<file path="src/core_isa_pkg.sv">
// opcode enum, instruction field positions and datapath widths
package core_isa_pkg;

    localparam int pc_width       = 8;
    localparam int instr_width    = 16;
    localparam int xlen           = 16;
    localparam int reg_addr_width = 3;
    localparam int num_regs       = 2 ** reg_addr_width;

    localparam int op_width  = 3;
    localparam int imm_width = 5;

    // lsb of each field, rs2 and imm5 overlap in bit 4
    localparam int op_lsb  = 13;
    localparam int rd_lsb  = 10;
    localparam int rs1_lsb = 7;
    localparam int rs2_lsb = 4;
    localparam int imm_lsb = 0;

    typedef enum logic [op_width-1:0] {
        op_nop  = 3'd0,
        op_add  = 3'd1,
        op_sub  = 3'd2,
        op_addi = 3'd3,
        op_beq  = 3'd4   // rd field is ignored
    } op_e;

endpackage : core_isa_pkg
</file>
<file path="src/core_if_pkg.sv">
// structs passed between the front end and the back-end stages, and queue depths
package core_if_pkg;

    import core_isa_pkg::*;

    localparam int fe_queue_els = 4;
    localparam int fe_cmd_els   = 2;

    typedef struct packed {
        logic [pc_width-1:0]    pc;
        logic [instr_width-1:0] instr;
    } fe_queue_s;

    typedef struct packed {
        logic [pc_width-1:0] pc;   // redirect target
    } fe_cmd_s;

    typedef struct packed {
        logic [pc_width-1:0]       pc;
        op_e                       op;
        logic [reg_addr_width-1:0] rd;
        logic [reg_addr_width-1:0] rs1;
        logic [reg_addr_width-1:0] rs2;
        logic [xlen-1:0]           imm;   // already sign-extended
    } decoded_s;

    typedef struct packed {
        logic [pc_width-1:0]       pc;
        logic [reg_addr_width-1:0] rd;
        logic                      w_v;
        logic [xlen-1:0]           value;
    } result_s;

endpackage : core_if_pkg

</file>
<file path="src/core_top.sv">
// core top connecting the front end, both queues and the decode, execute and result stages
`timescale 1ns/1ps

module core_top
    import core_isa_pkg::*;
    import core_if_pkg::*;
(
    input  logic                      clk_i,
    input  logic                      reset_i,

    output logic [pc_width-1:0]       imem_addr_o,
    input  logic [instr_width-1:0]    imem_data_i,

    output logic                      cmt_v_o,
    output logic [pc_width-1:0]       cmt_pc_o,
    output logic                      cmt_rd_w_v_o,
    output logic [reg_addr_width-1:0] cmt_rd_addr_o,
    output logic [xlen-1:0]           cmt_data_o
);

    fe_queue_s fe_queue_li, fe_queue_lo;
    logic      fe_queue_v_li, fe_queue_ready_lo;
    logic      fe_queue_v_lo, fe_queue_yumi_li;
    logic      fe_queue_clr_li;

    fe_cmd_s   fe_cmd_li, fe_cmd_lo;
    logic      fe_cmd_v_li, fe_cmd_ready_lo;
    logic      fe_cmd_v_lo, fe_cmd_yumi_li;

    decoded_s  dec;
    logic      dec_v, squash;
    result_s   res;
    logic      res_v;

    logic [reg_addr_width-1:0] rf_raddr0, rf_raddr1;
    logic [xlen-1:0]           rf_rdata0, rf_rdata1;

    core_fe fe (
        .clk_i           (clk_i),
        .reset_i         (reset_i),
        .imem_addr_o     (imem_addr_o),
        .imem_data_i     (imem_data_i),
        .fe_queue_o      (fe_queue_li),
        .fe_queue_v_o    (fe_queue_v_li),
        .fe_queue_ready_i(fe_queue_ready_lo),
        .fe_cmd_i        (fe_cmd_lo),
        .fe_cmd_v_i      (fe_cmd_v_lo),
        .fe_cmd_yumi_o   (fe_cmd_yumi_li)
    );

    core_fifo #(
        .payload_t(fe_queue_s),
        .els      (fe_queue_els)
    ) fe_queue_fifo (
        .clk_i  (clk_i),
        .reset_i(reset_i),
        .clr_i  (fe_queue_clr_li),   // flushed on a taken branch
        .data_i (fe_queue_li),
        .v_i    (fe_queue_v_li),
        .ready_o(fe_queue_ready_lo),
        .data_o (fe_queue_lo),
        .v_o    (fe_queue_v_lo),
        .yumi_i (fe_queue_yumi_li)
    );

    core_fifo #(
        .payload_t(fe_cmd_s),
        .els      (fe_cmd_els)
    ) fe_cmd_fifo (
        .clk_i  (clk_i),
        .reset_i(reset_i),
        .clr_i  (1'b0),
        .data_i (fe_cmd_li),
        .v_i    (fe_cmd_v_li),
        .ready_o(fe_cmd_ready_lo),
        .data_o (fe_cmd_lo),
        .v_o    (fe_cmd_v_lo),
        .yumi_i (fe_cmd_yumi_li)
    );

    core_be_decode decode (
        .clk_i          (clk_i),
        .reset_i        (reset_i),
        .fe_queue_i     (fe_queue_lo),
        .fe_queue_v_i   (fe_queue_v_lo),
        .fe_queue_yumi_o(fe_queue_yumi_li),
        .squash_i       (squash),
        .dec_o          (dec),
        .dec_v_o        (dec_v)
    );

    core_be_execute execute (
        .clk_i         (clk_i),
        .reset_i       (reset_i),
        .dec_i         (dec),
        .dec_v_i       (dec_v),
        .rf_raddr0_o   (rf_raddr0),
        .rf_raddr1_o   (rf_raddr1),
        .rf_rdata0_i   (rf_rdata0),
        .rf_rdata1_i   (rf_rdata1),
        .res_o         (res),
        .res_v_o       (res_v),
        .squash_o      (squash),
        .fe_queue_clr_o(fe_queue_clr_li),
        .fe_cmd_o      (fe_cmd_li),
        .fe_cmd_v_o    (fe_cmd_v_li),
        .fe_cmd_ready_i(fe_cmd_ready_lo)
    );

    core_be_result result (
        .clk_i        (clk_i),
        .reset_i      (reset_i),
        .res_i        (res),
        .res_v_i      (res_v),
        .rf_raddr0_i  (rf_raddr0),
        .rf_raddr1_i  (rf_raddr1),
        .rf_rdata0_o  (rf_rdata0),
        .rf_rdata1_o  (rf_rdata1),
        .cmt_v_o      (cmt_v_o),
        .cmt_pc_o     (cmt_pc_o),
        .cmt_rd_w_v_o (cmt_rd_w_v_o),
        .cmt_rd_addr_o(cmt_rd_addr_o),
        .cmt_data_o   (cmt_data_o)
    );

endmodule : core_top

</file>
<file path="src/core_be_result.sv">
// result stage with the register file and registered commit trace
`timescale 1ns/1ps

module core_be_result
    import core_isa_pkg::*;
    import core_if_pkg::*;
(
    input  logic                      clk_i,
    input  logic                      reset_i,

    input  result_s                   res_i,
    input  logic                      res_v_i,

    input  logic [reg_addr_width-1:0] rf_raddr0_i,
    input  logic [reg_addr_width-1:0] rf_raddr1_i,
    output logic [xlen-1:0]           rf_rdata0_o,
    output logic [xlen-1:0]           rf_rdata1_o,

    output logic                      cmt_v_o,
    output logic [pc_width-1:0]       cmt_pc_o,
    output logic                      cmt_rd_w_v_o,
    output logic [reg_addr_width-1:0] cmt_rd_addr_o,
    output logic [xlen-1:0]           cmt_data_o
);

    logic [xlen-1:0] rf_q [num_regs];
    result_s         cmt_q;
    logic            cmt_v_q;

    assign rf_rdata0_o = rf_q[rf_raddr0_i];
    assign rf_rdata1_o = rf_q[rf_raddr1_i];

    always_ff @(posedge clk_i) begin
        if (reset_i) begin
            for (int i = 0; i < num_regs; i++) begin
                rf_q[i] <= '0;
            end
        end else if (res_v_i && res_i.w_v && res_i.rd != '0) begin
            rf_q[res_i.rd] <= res_i.value;   // entry 0 is never written
        end
    end

    always_ff @(posedge clk_i) begin
        if (reset_i) begin
            cmt_v_q <= 1'b0;
        end else begin
            cmt_v_q <= res_v_i;
        end
    end

    always_ff @(posedge clk_i) begin
        if (res_v_i) begin
            cmt_q <= res_i;
        end
    end

    assign cmt_v_o       = cmt_v_q;
    assign cmt_pc_o      = cmt_q.pc;
    assign cmt_rd_w_v_o  = cmt_q.w_v & (cmt_q.rd != '0);
    assign cmt_rd_addr_o = cmt_q.rd;
    assign cmt_data_o    = cmt_q.value;

endmodule : core_be_result

</file>
<file path="src/core_be_execute.sv">
// execute stage with operand bypass, ALU, branch resolution and redirect
`timescale 1ns/1ps

module core_be_execute
    import core_isa_pkg::*;
    import core_if_pkg::*;
(
    input  logic                      clk_i,
    input  logic                      reset_i,

    input  decoded_s                  dec_i,
    input  logic                      dec_v_i,

    output logic [reg_addr_width-1:0] rf_raddr0_o,
    output logic [reg_addr_width-1:0] rf_raddr1_o,
    input  logic [xlen-1:0]           rf_rdata0_i,
    input  logic [xlen-1:0]           rf_rdata1_i,

    output result_s                   res_o,
    output logic                      res_v_o,

    output logic                      squash_o,
    output logic                      fe_queue_clr_o,

    output fe_cmd_s                   fe_cmd_o,
    output logic                      fe_cmd_v_o,
    input  logic                      fe_cmd_ready_i
);

    result_s             res_q;
    logic                res_v_q;
    logic                byp_v, wr, taken;
    logic [xlen-1:0]     src0, src1, alu;
    logic [pc_width-1:0] target;

    assign rf_raddr0_o = dec_i.rs1;
    assign rf_raddr1_o = dec_i.rs2;

    // the register file sees this result only at the next edge
    assign byp_v = res_v_q & res_q.w_v & (res_q.rd != '0);
    assign src0  = (byp_v && res_q.rd == dec_i.rs1) ? res_q.value : rf_rdata0_i;
    assign src1  = (byp_v && res_q.rd == dec_i.rs2) ? res_q.value : rf_rdata1_i;

    always_comb begin
        alu = '0;
        wr  = 1'b0;
        case (dec_i.op)
            op_add: begin
                alu = src0 + src1;
                wr  = 1'b1;
            end
            op_sub: begin
                alu = src0 - src1;
                wr  = 1'b1;
            end
            op_addi: begin
                alu = src0 + dec_i.imm;
                wr  = 1'b1;
            end
            default: ;
        endcase
    end

    // the command queue holds at most one redirect per flush
    assign taken  = dec_v_i & (dec_i.op == op_beq) & (src0 == src1);
    assign target = dec_i.pc + pc_width'(1) + dec_i.imm[pc_width-1:0];

    assign squash_o       = taken;
    assign fe_queue_clr_o = taken;
    assign fe_cmd_v_o     = taken;
    assign fe_cmd_o.pc    = target;

    always_ff @(posedge clk_i) begin
        if (reset_i) begin
            res_v_q <= 1'b0;
        end else begin
            res_v_q <= dec_v_i;
        end
    end

    always_ff @(posedge clk_i) begin
        if (dec_v_i) begin
            res_q.pc    <= dec_i.pc;
            res_q.rd    <= wr ? dec_i.rd : '0;
            res_q.w_v   <= wr;
            res_q.value <= alu;
        end
    end

    assign res_o   = res_q;
    assign res_v_o = res_v_q;

endmodule : core_be_execute

</file>
<file path="src/core_be_decode.sv">
// decode stage register that takes queue entries and splits them into fields
`timescale 1ns/1ps

module core_be_decode
    import core_isa_pkg::*;
    import core_if_pkg::*;
(
    input  logic      clk_i,
    input  logic      reset_i,

    input  fe_queue_s fe_queue_i,
    input  logic      fe_queue_v_i,
    output logic      fe_queue_yumi_o,

    input  logic      squash_i,

    output decoded_s  dec_o,
    output logic      dec_v_o
);

    decoded_s dec_n, dec_q;
    logic     dec_v_q;

    // execute never stalls, so an entry is taken whenever one is there
    assign fe_queue_yumi_o = fe_queue_v_i & ~squash_i;

    always_comb begin
        dec_n.pc  = fe_queue_i.pc;
        dec_n.rd  = fe_queue_i.instr[rd_lsb +: reg_addr_width];
        dec_n.rs1 = fe_queue_i.instr[rs1_lsb +: reg_addr_width];
        dec_n.rs2 = fe_queue_i.instr[rs2_lsb +: reg_addr_width];
        dec_n.imm = {{(xlen - imm_width){fe_queue_i.instr[imm_lsb + imm_width - 1]}},
                     fe_queue_i.instr[imm_lsb +: imm_width]};
        case (fe_queue_i.instr[op_lsb +: op_width])
            op_add:  dec_n.op = op_add;
            op_sub:  dec_n.op = op_sub;
            op_addi: dec_n.op = op_addi;
            op_beq:  dec_n.op = op_beq;
            default: dec_n.op = op_nop;   // undefined codes behave as nop
        endcase
    end

    always_ff @(posedge clk_i) begin
        if (reset_i || squash_i) begin
            dec_v_q <= 1'b0;
        end else begin
            dec_v_q <= fe_queue_v_i;
        end
    end

    always_ff @(posedge clk_i) begin
        if (fe_queue_yumi_o) begin
            dec_q <= dec_n;
        end
    end

    assign dec_o   = dec_q;
    assign dec_v_o = dec_v_q;

endmodule : core_be_decode

</file>
<file path="src/core_fe.sv">
// front end holding the pc, fetching from instruction memory and applying redirects
`timescale 1ns/1ps

module core_fe
    import core_isa_pkg::*;
    import core_if_pkg::*;
(
    input  logic                   clk_i,
    input  logic                   reset_i,

    output logic [pc_width-1:0]    imem_addr_o,
    input  logic [instr_width-1:0] imem_data_i,

    output fe_queue_s              fe_queue_o,
    output logic                   fe_queue_v_o,
    input  logic                   fe_queue_ready_i,

    input  fe_cmd_s                fe_cmd_i,
    input  logic                   fe_cmd_v_i,
    output logic                   fe_cmd_yumi_o
);

    logic [pc_width-1:0] pc_q;
    logic                push;

    assign imem_addr_o = pc_q;   // memory answers in the same cycle

    always_comb begin
        fe_queue_o.pc    = pc_q;
        fe_queue_o.instr = imem_data_i;
    end

    // a pending redirect suppresses fetch for that cycle
    assign fe_queue_v_o  = ~fe_cmd_v_i;
    assign fe_cmd_yumi_o = fe_cmd_v_i;

    assign push = fe_queue_v_o & fe_queue_ready_i;

    always_ff @(posedge clk_i) begin
        if (reset_i) begin
            pc_q <= '0;
        end else if (fe_cmd_v_i) begin
            pc_q <= fe_cmd_i.pc;
        end else if (push) begin
            pc_q <= pc_q + 1'b1;   // wraps at the top of the 8-bit space
        end
    end

endmodule : core_fe

</file>
<file path="src/core_fifo.sv">
// circular-buffer FIFO with valid/ready input, valid/yumi output and synchronous clear
`timescale 1ns/1ps

module core_fifo #(
    parameter type payload_t = logic,
    parameter int  els       = 2
) (
    input  logic     clk_i,
    input  logic     reset_i,
    input  logic     clr_i,

    input  payload_t data_i,
    input  logic     v_i,
    output logic     ready_o,

    output payload_t data_o,
    output logic     v_o,
    input  logic     yumi_i
);

    payload_t mem [els];

    logic [$clog2(els)-1:0]   wptr_q, rptr_q;
    logic [$clog2(els+1)-1:0] count_q;
    logic                     push, pop;

    assign ready_o = (count_q != els);
    assign v_o     = (count_q != '0);
    assign data_o  = mem[rptr_q];

    assign push = v_i & ready_o;
    assign pop  = yumi_i;   // consumer only raises yumi while v_o is high

    always_ff @(posedge clk_i) begin
        if (reset_i || clr_i) begin   // clear also drops a push in the same cycle
            wptr_q  <= '0;
            rptr_q  <= '0;
            count_q <= '0;
        end else begin
            if (push) begin
                wptr_q <= (wptr_q == els - 1) ? '0 : wptr_q + 1'b1;
            end
            if (pop) begin
                rptr_q <= (rptr_q == els - 1) ? '0 : rptr_q + 1'b1;
            end
            if (push && !pop) begin
                count_q <= count_q + 1'b1;
            end else if (pop && !push) begin
                count_q <= count_q - 1'b1;
            end
        end
    end

    always_ff @(posedge clk_i) begin
        if (push) begin
            mem[wptr_q] <= data_i;
        end
    end

endmodule : core_fifo

</file>
<file path="config.mk">
export PLATFORM = sky130hd
export DESIGN_NAME = core_top
export DESIGN_NICKNAME = d
export VERILOG_FILES = /design/src/core_isa_pkg.sv /design/src/core_if_pkg.sv /design/src/core_top.sv /design/src/core_be_result.sv /design/src/core_be_execute.sv /design/src/core_be_decode.sv /design/src/core_fe.sv /design/src/core_fifo.sv
export SDC_FILE = /design/constraint.sdc
export NUM_CORES = 1
export LEC_CHECK = 0
export BUFFER_PORTS_ARGS = -buffer_cell sky130_fd_sc_hd__buf_2
export CORE_MARGIN = 4
export CORE_UTILIZATION = 56
export CTS_CLUSTER_SIZE = 12
export DETAILED_ROUTE_END_ITERATION = 6
export PLACE_DENSITY = 0.76
export SYNTH_ARGS = -nofsm -noshare
export SYNTH_HDL_FRONTEND = slang
export SYNTH_SLANG_ARGS = --single-unit
</file>
<file path="constraint.sdc">
create_clock -name clk_i -period 5 [get_ports clk_i]
set_clock_uncertainty 0.1 [all_clocks]
set_input_delay 0.25 -clock clk_i [delete_from_list [all_inputs] [get_ports clk_i]]
set_output_delay 0.25 -clock clk_i [all_outputs]
set_load 0.1 [all_outputs]
</file>
==> qor.txt, run 1 <==
# diodes -> 0
I/O pin count -> 55
Drt first pass iters -> 6
Initial Util -> 57.2%
HPWL reported at the end of detailed placement -> 26500 microns
Die H -> 183 microns
Fill count -> 2139
Number of max-cap violations -> 0
Global-route usage over all layers -> 23.7%
PortBufs -> 54
Post-Synth XOR/XNOR Area -> 3.01%
CP max FO -> 5
Clock sink count -> 351
Terminus of the critical flop-to-flop path -> execute.res_o[12]$_DFFE_PP_
Post-CTS Setup Repair Bufs -> 0
Endpoint class of the critical path -> register
Worst-path clk slew -> 0.06 ns
Data required, critical path -> 5.16 ns
Synth Instances -> 1171
Count of pins over their slew limit -> 0
Largest family of logic cells by synthesized area -> multiplexers
RePlAce Congestion -> 0.884
Initial antenna violation count -> 1
Avg Cell Area, Syn -> 14.6 sq um
Hold Path Cell Cnt -> 2
Hold Crit Class -> in -> reg
Post-synth EDFFs -> 320
First-pass GRT wire length -> 61000 microns
Status -> finished, final reports clean
Die X-Extent -> 183 microns
FF-to-FF setup slack -> 0.37 ns
DIE AREA -> 33500 sq um
Congestion Overflow GR -> 0
Largest net degree at the start of global routing -> 31
Vias -> 10200
Antenna Nets Post-Route -> 0
Period Utilization, post-route -> 92.6%
Crit path time final -> 4.63 ns
Routed len/inst -> 23.6 microns
CP max-delay cell -> edfxtp_1
Post-synthesis simple-gate area fraction -> 9.03%
Vias in the first global route -> 10500
Setup TNS -> 0 ns
Final setup viols -> 0
Placeable Area -> 30000 sq um
Most frequent cells in the layout -> edfxtp_1, and2_1, mux4_2
CTS tree -> built
DRC -> 0
Worst path arrival time -> 4.79 ns
Synth warn -> 0
Number of nets in the layout -> 1315
Worst Tran Pin Value -> 1.03 ns
Rows -> 63
CP Class -> reg -> reg
Post-layout util -> 63.8%
Multi-input logic area -> 6370 sq um
Multiplexer share of the synthesized area -> 15.2%
Top FF cell, synth -> edfxtp_1
Mapped cell area -> 17100 sq um
R2R cell count -> 17
Drt via density -> 6.14
Clock Path Buffers -> 3
R2r startpoint -> execute.res_o[18]$_SDFFCE_PN0P_
Synth Area in Adders -> 3.63%
CTS Root Cell -> clkbuf_16
RSZ-0062 raised after global routing -> false
Clock latency on the worst-skew pair -> 0.53 ns
Crit-path cells -> o311ai_2 > nor4_2 > o21ai_0 > mux2_2 > ha_1 > inv_1 > fa_1 > nor2b_1 > o21ai_0 > nand2b_1 > a21o_1 > a21o_1 > a21oi_1 > o311ai_1 > xnor2_1 > o21ai_0 > a311o_1
Most used cell, CP -> o21ai_0
Share of layout cells above drive strength 1 -> 21.4%
Fmax -> 216 MHz
Yosys reg bits -> 351
Worst Hold Path EP -> decode.dec_v_o$_SDFF_PP0_
Count of different cell masters after synthesis -> 61
Final Hold Fails -> 0
Initial DRC count -> 1067
FF+latch area -> 10200 sq um
Hold Path Origin -> reset_i
Compound-Gate Fraction of Synth Area -> 5.82%
Routed WL -> 39400 microns
Asr flop ratio synth -> 0%
Busiest grt layer -> met2
Htree depth -> 2
Max transition margin -> 31.2%
Met1 Use GR -> 34.6%
Area Overhead vs Synth -> 11.4%
Commonest non-fill, non-tap cell in the layout -> edfxtp_1
Max stage delay on crit path -> 0.52 ns
Startpoint types -> register
Met3 Usage GRT -> 3.51%
CTS buffer count -> 38
GR Util met2 -> 37.5%
Seq/Total Area, Yosys -> 59.7%
==> stage by stage <==
stage,worst slack (ns),cell area [sq um],hold WS [ns],cells
detailed placement,0.201,17800,0.305,1583
floorplan,0.150,17200,0.249,1186
CTS,0.152,19100,0.0454,1668
global route,0.0193,19100,0.0713,1668
finish,0.368,19100,0.0626,1668
global placement,0.267,17800,0.300,1583
==> registers in the layout, summed over array words and instances (netlist names), 2 cells and up, named ones only <==
name and cells:
fe_queue_fifo.mem 96, fe_cmd_fifo.mem 16, execute.res_o 28, fe_cmd_fifo.count_q 2
fe_queue_fifo.rptr_q 2, fe.imem_addr_o 8, result.rf_q 128, result.cmt_rd_addr_o 3
result.cmt_data_o 16, result.cmt_pc_o 8, fe_queue_fifo.wptr_q 2, decode.dec_o 24
fe_queue_fifo.count_q 3
==> worst max-delay path, delay by kind of cell, from the launching register on <==
family | cells | cell delay, ns
simple gates | 3 | 0.37
mux | 1 | 0.23
flops | 1 | 0.52
buf+inv | 1 | 0.07
fa+ha+maj | 2 | 0.66
compound gates | 9 | 2.23
xor+xnor | 1 | 0.18
==> timing repair <==
action,CTS,global route
setup endpoints to repair,0,3
hold buffers,16,0
hold endpoints to repair,64,0
gates resized for setup,0,3
==> routing by layer <==
layer	routed length, microns	share of wire, %	vias to the layer above
met5	13	0.033	-
met4	1220	3.1	2
met3	3370	8.5	85
met2	18500	47	469
met1	16300	41	5082
li1	-	-	4600
==> synthesized netlist by cell type (all sizes together), types with 6 or more instances <==
cell | number | area, sq um
a211oi | 12 | 95.1
a21o | 12 | 90.1
a21oi | 40 | 200
and2 | 93 | 582
buf | 56 | 370
clkbuf | 33 | 124
dfxtp | 31 | 621
edfxtp | 320 | 9610
ha | 45 | 563
inv | 31 | 116
mux2 | 14 | 184
mux2i | 42 | 444
mux4 | 88 | 1980
nand2 | 39 | 146
nand2b | 9 | 56.3
nand3 | 6 | 30.0
nor2 | 59 | 224
nor2b | 15 | 93.8
nor3 | 30 | 155
nor4 | 10 | 62.6
o21ai | 45 | 233
o21bai | 7 | 52.6
o22ai | 15 | 93.8
o31ai | 7 | 52.6
or2 | 11 | 68.8
xnor2 | 27 | 236
xor2 | 32 | 280
==> how the worst max path moves through the flow <==
stage / from / slack [ns] / end / depth (start not counted)
after global routing: register / 0.02 / fe_queue_fifo.count_q[2]$_SDFFE_PP0P_ / 17
after detailed placement: register / 0.20 / execute.res_o[15]$_DFFE_PP_ / 16
final: execute.res_o[18]$_SDFFCE_PN0P_ / 0.37 / execute.res_o[12]$_DFFE_PP_ / 17
after floorplan: execute.res_v_o$_SDFF_PP0_ / 0.15 / fe_queue_fifo.count_q[2]$_SDFFE_PP0P_ / 20
after CTS: execute.res_o[18]$_SDFFCE_PN0P_ / 0.15 / execute.res_o[15]$_DFFE_PP_ / 16
after global placement: register / 0.27 / execute.res_o[15]$_DFFE_PP_ / 16
==> final cells by class <==
| class | instances | area share [%] |
|---|---|---|
| clock buffer | 58 | 5.48 |
| timing repair buffer | 112 | 3.97 |
| inverter | 32 | 0.629 |
| sequential | 351 | 53.6 |
| clock inverter | 11 | 0.419 |
| multi-input combinational | 714 | 33.4 |
| tap | 390 | 2.55 |
==> logic make-up (layout without fill, tap and decap cells) <==
kind of cell             count (synthesis)  in the layout
flip-flops                             351            351
AND/OR/NAND/NOR                        288            288
XOR/XNOR                                59             59
adder cells (fa/ha/maj)                 48             48
other                                    1             16
AO/OA/AOI/OAI                          159            159
buffers and inverters                  121            213
multiplexers                           144            144
Power of run 1 is left out: the tool's default activity adds up to more than one toggle a clock period on the data nets, which glitch-free logic cannot reach.
==> run 2: changes to the inputs <==
--- a/config.mk
+++ b/config.mk
@@ -7,10 +7,12 @@
 export LEC_CHECK = 0
 export BUFFER_PORTS_ARGS = -buffer_cell sky130_fd_sc_hd__buf_2
 export CORE_MARGIN = 4
-export CORE_UTILIZATION = 56
+export CORE_UTILIZATION = 57
 export CTS_CLUSTER_SIZE = 12
 export DETAILED_ROUTE_END_ITERATION = 6
-export PLACE_DENSITY = 0.76
+export PLACE_DENSITY = 0.77
 export SYNTH_ARGS = -nofsm -noshare
 export SYNTH_HDL_FRONTEND = slang
+export SYNTH_HIERARCHICAL = 1
 export SYNTH_SLANG_ARGS = --single-unit
+export TNS_END_PERCENT = 5
==> qor.txt, run 2 <==
Worst Hold Path EP -> result/cmt_pc_o[2]$_DFFE_PP_
Die H -> 184 microns
Hold Crit Class -> reg -> reg
Final setup viols -> 0
Biggest register -> result/rf_q
Routed len/inst -> 24.5 microns
Count of pins over their slew limit -> 0
PortBufs -> 54
Most frequent cells after synthesis -> edfxtp_1, nor3_1, buf_4
Htree depth -> 2
CP max FO -> 10
Share of layout cells above drive strength 1 -> 23.0%
Drt via density -> 6.36
Seq/Total Area, Yosys -> 57.1%
Vias -> 10800
Period Utilization, post-route -> 97.4%
Count of different cell masters after synthesis -> 76
Endpoint class of the critical path -> register
Status -> finished, final reports clean
Yosys top cell area share -> 54.2%
Worst-path clk slew -> 0.06 ns
Hold Path Origin -> execute/res_o[22]$_DFFE_PP_
Drt first pass iters -> 5
FF+latch area -> 10100 sq um
Asr flop ratio synth -> 0%
CTS Root Cell -> clkbuf_16
Synth Instances -> 1219
R2r startpoint -> decode/dec_o[16]$_DFFE_PP_
Leakage -> 7.20 nW
Clock sink count -> 345
RSZ-0062 raised after global routing -> false
Number of max-cap violations -> 0
Vias in the first global route -> 10900
Global-route usage over all layers -> 24.3%
Rows -> 64
Routed WL -> 41600 microns
FF-to-FF setup slack -> 0.13 ns
RePlAce Congestion -> 0.933
Largest net degree at the start of global routing -> 66
Max reg flops -> 128
I/O pin count -> 55
Mapped cell area -> 17700 sq um
Power Total -> 14.8 mW
Hold Path Cell Cnt -> 0
CP Class -> reg -> reg
Fill count -> 2183
HPWL reported at the end of detailed placement -> 26500 microns
Clock latency on the worst-skew pair -> 0.53 ns
Congestion Overflow GR -> 0
Commonest non-fill, non-tap cell in the layout -> edfxtp_1
Yosys reg bits -> 345
Worst Tran Pin Value -> 1.25 ns
Number of nets in the layout -> 1340
DRC -> 0
CTS tree -> built
Startpoint types -> register
R2R cell count -> 19
Initial DRC count -> 1185
Top cells by area, synth -> edfxtp_1, mux4_1, mux4_2, nor3_1, buf_4
Antenna Nets Post-Route -> 0
Avg Cell Area, Syn -> 14.5 sq um
Crit path time final -> 4.87 ns
Yosys top cell by area -> edfxtp_1
Count leader, synth -> edfxtp_1
Fmax -> 205 MHz
First-pass GRT wire length -> 62900 microns
Peak supply drop -> 432 uV
DIE AREA -> 34000 sq um
CTS buffer count -> 38
Initial antenna violation count -> 0
Area Overhead vs Synth -> 11.1%
Clock Path Buffers -> 3
Data required, critical path -> 5.15 ns
Most frequent cells in the layout -> edfxtp_1, nor3_1, buf_4
Worst path arrival time -> 5.02 ns
Top FF cell, synth -> edfxtp_1
Placed inst area -> 18200 sq um
Max transition margin -> 16.7%
Placeable Area -> 30600 sq um
Setup TNS -> 0 ns
Multi-input logic area -> 6710 sq um
Die X-Extent -> 184 microns
Final Hold Fails -> 0
Terminus of the critical flop-to-flop path -> execute/res_o[15]$_DFFE_PP_
Design Area, Final -> 19700 sq um
PwrDens -> 754 nW/um^2
Final Hold Slack -> 0.314 ns
Initial Util -> 57.9%
Post-synth EDFFs -> 320
Synth warn -> 6
## run 2: cell type report
type	count	area share (%)
antenna	1	0.0127
clock buffer	52	5.26
clock inverter	16	0.744
inverter	41	0.782
multi-input combinational	710	34.1
sequential	345	51.4
tap	396	2.52
timing repair buffer	138	5.23
## run 2: worst max-delay path, stage by stage, from the launching register on
cell       delay, ns
edfxtp_1        0.47
buf_4           0.18
xor2_1          0.18
or3_4           0.43
nor2_4          0.14
buf_12          0.14
buf_4           0.11
mux2_4          0.31
mux2_2          0.27
ha_1            0.23
a21o_1          0.19
a21o_1          0.24
a2111oi_0       0.44
nor3_1          0.18
nand4_1         0.12
nand2_1         0.09
o31ai_1         0.32
a21oi_1         0.16
xnor2_1         0.20
o22ai_1         0.09
## run 2: cells by family (layout without fill, tap and decap cells)
logic type,count (synthesis),count (layout),synth area share [%]
compound gates,147,147,5.56
xor+xnor,52,52,2.57
fa+ha+maj,48,48,3.52
buf+inv,179,247,5.87
flops,345,345,57.1
mux,163,163,17.0
other cells,2,18,0.0424
simple gates,283,283,8.37
## run 2: where the power goes
part	switching, mW	internal (mW)	total [mW]
Clock	1.09	1.56	2.65
Sequential	0.435	4.11	4.54
Combinational	4.40	3.25	7.64
## run 2: worst max-delay path by stage
| stage | slack (ns) | cells past startpoint | to | start |
|---|---|---|---|---|
| detailed placement | 0.16 | 18 | fe_queue_fifo/count_q[2]$_SDFFE_PP0P_ | decode/dec_o[19]$_DFFE_PP_ |
| finish | 0.13 | 19 | execute/res_o[15]$_DFFE_PP_ | decode/dec_o[16]$_DFFE_PP_ |
| global placement | 0.26 | 17 | fe_queue_fifo/count_q[2]$_SDFFE_PP0P_ | decode/dec_o[19]$_DFFE_PP_ |
| CTS | 0.15 | 18 | fe_queue_fifo/count_q[2]$_SDFFE_PP0P_ | decode/dec_o[19]$_DFFE_PP_ |
| floorplan | -0.003 | 20 | fe_queue_fifo/count_q[2]$_SDFFE_PP0P_ | decode/dec_o[16]$_DFFE_PP_ |
| global route | 0.001 | 19 | execute/res_o[15]$_DFFE_PP_ | decode/dec_o[16]$_DFFE_PP_ |
## run 2: through the flow
stage | setup WS, ns | utilization (%) | std cells
after global placement | 0.260 | 59.4 | 1601
final | 0.129 | 64.3 | 1699
after floorplan | -0.00287 | - | 1234
after CTS | 0.152 | 63.8 | 1685
after detailed placement | 0.162 | 59.4 | 1601
after global routing | 0.00109 | 64.3 | 1698
## run 2: metal layers
metal	wire length (microns)	global-route usage, %
met4	1290	7.84
met3	2920	3.73
met5	0	0
met1	17400	34.3
met2	20000	39.3
## run 2: repair_timing
action                                  CTS  global route
buffers inserted                          0            11
endpoints found under the setup margin    0             2
resized for setup                         0             4
hold buffers                             16             0
hold endpoints to repair                 64             0
No activity file was read; power rests on OpenSTA's default activity.
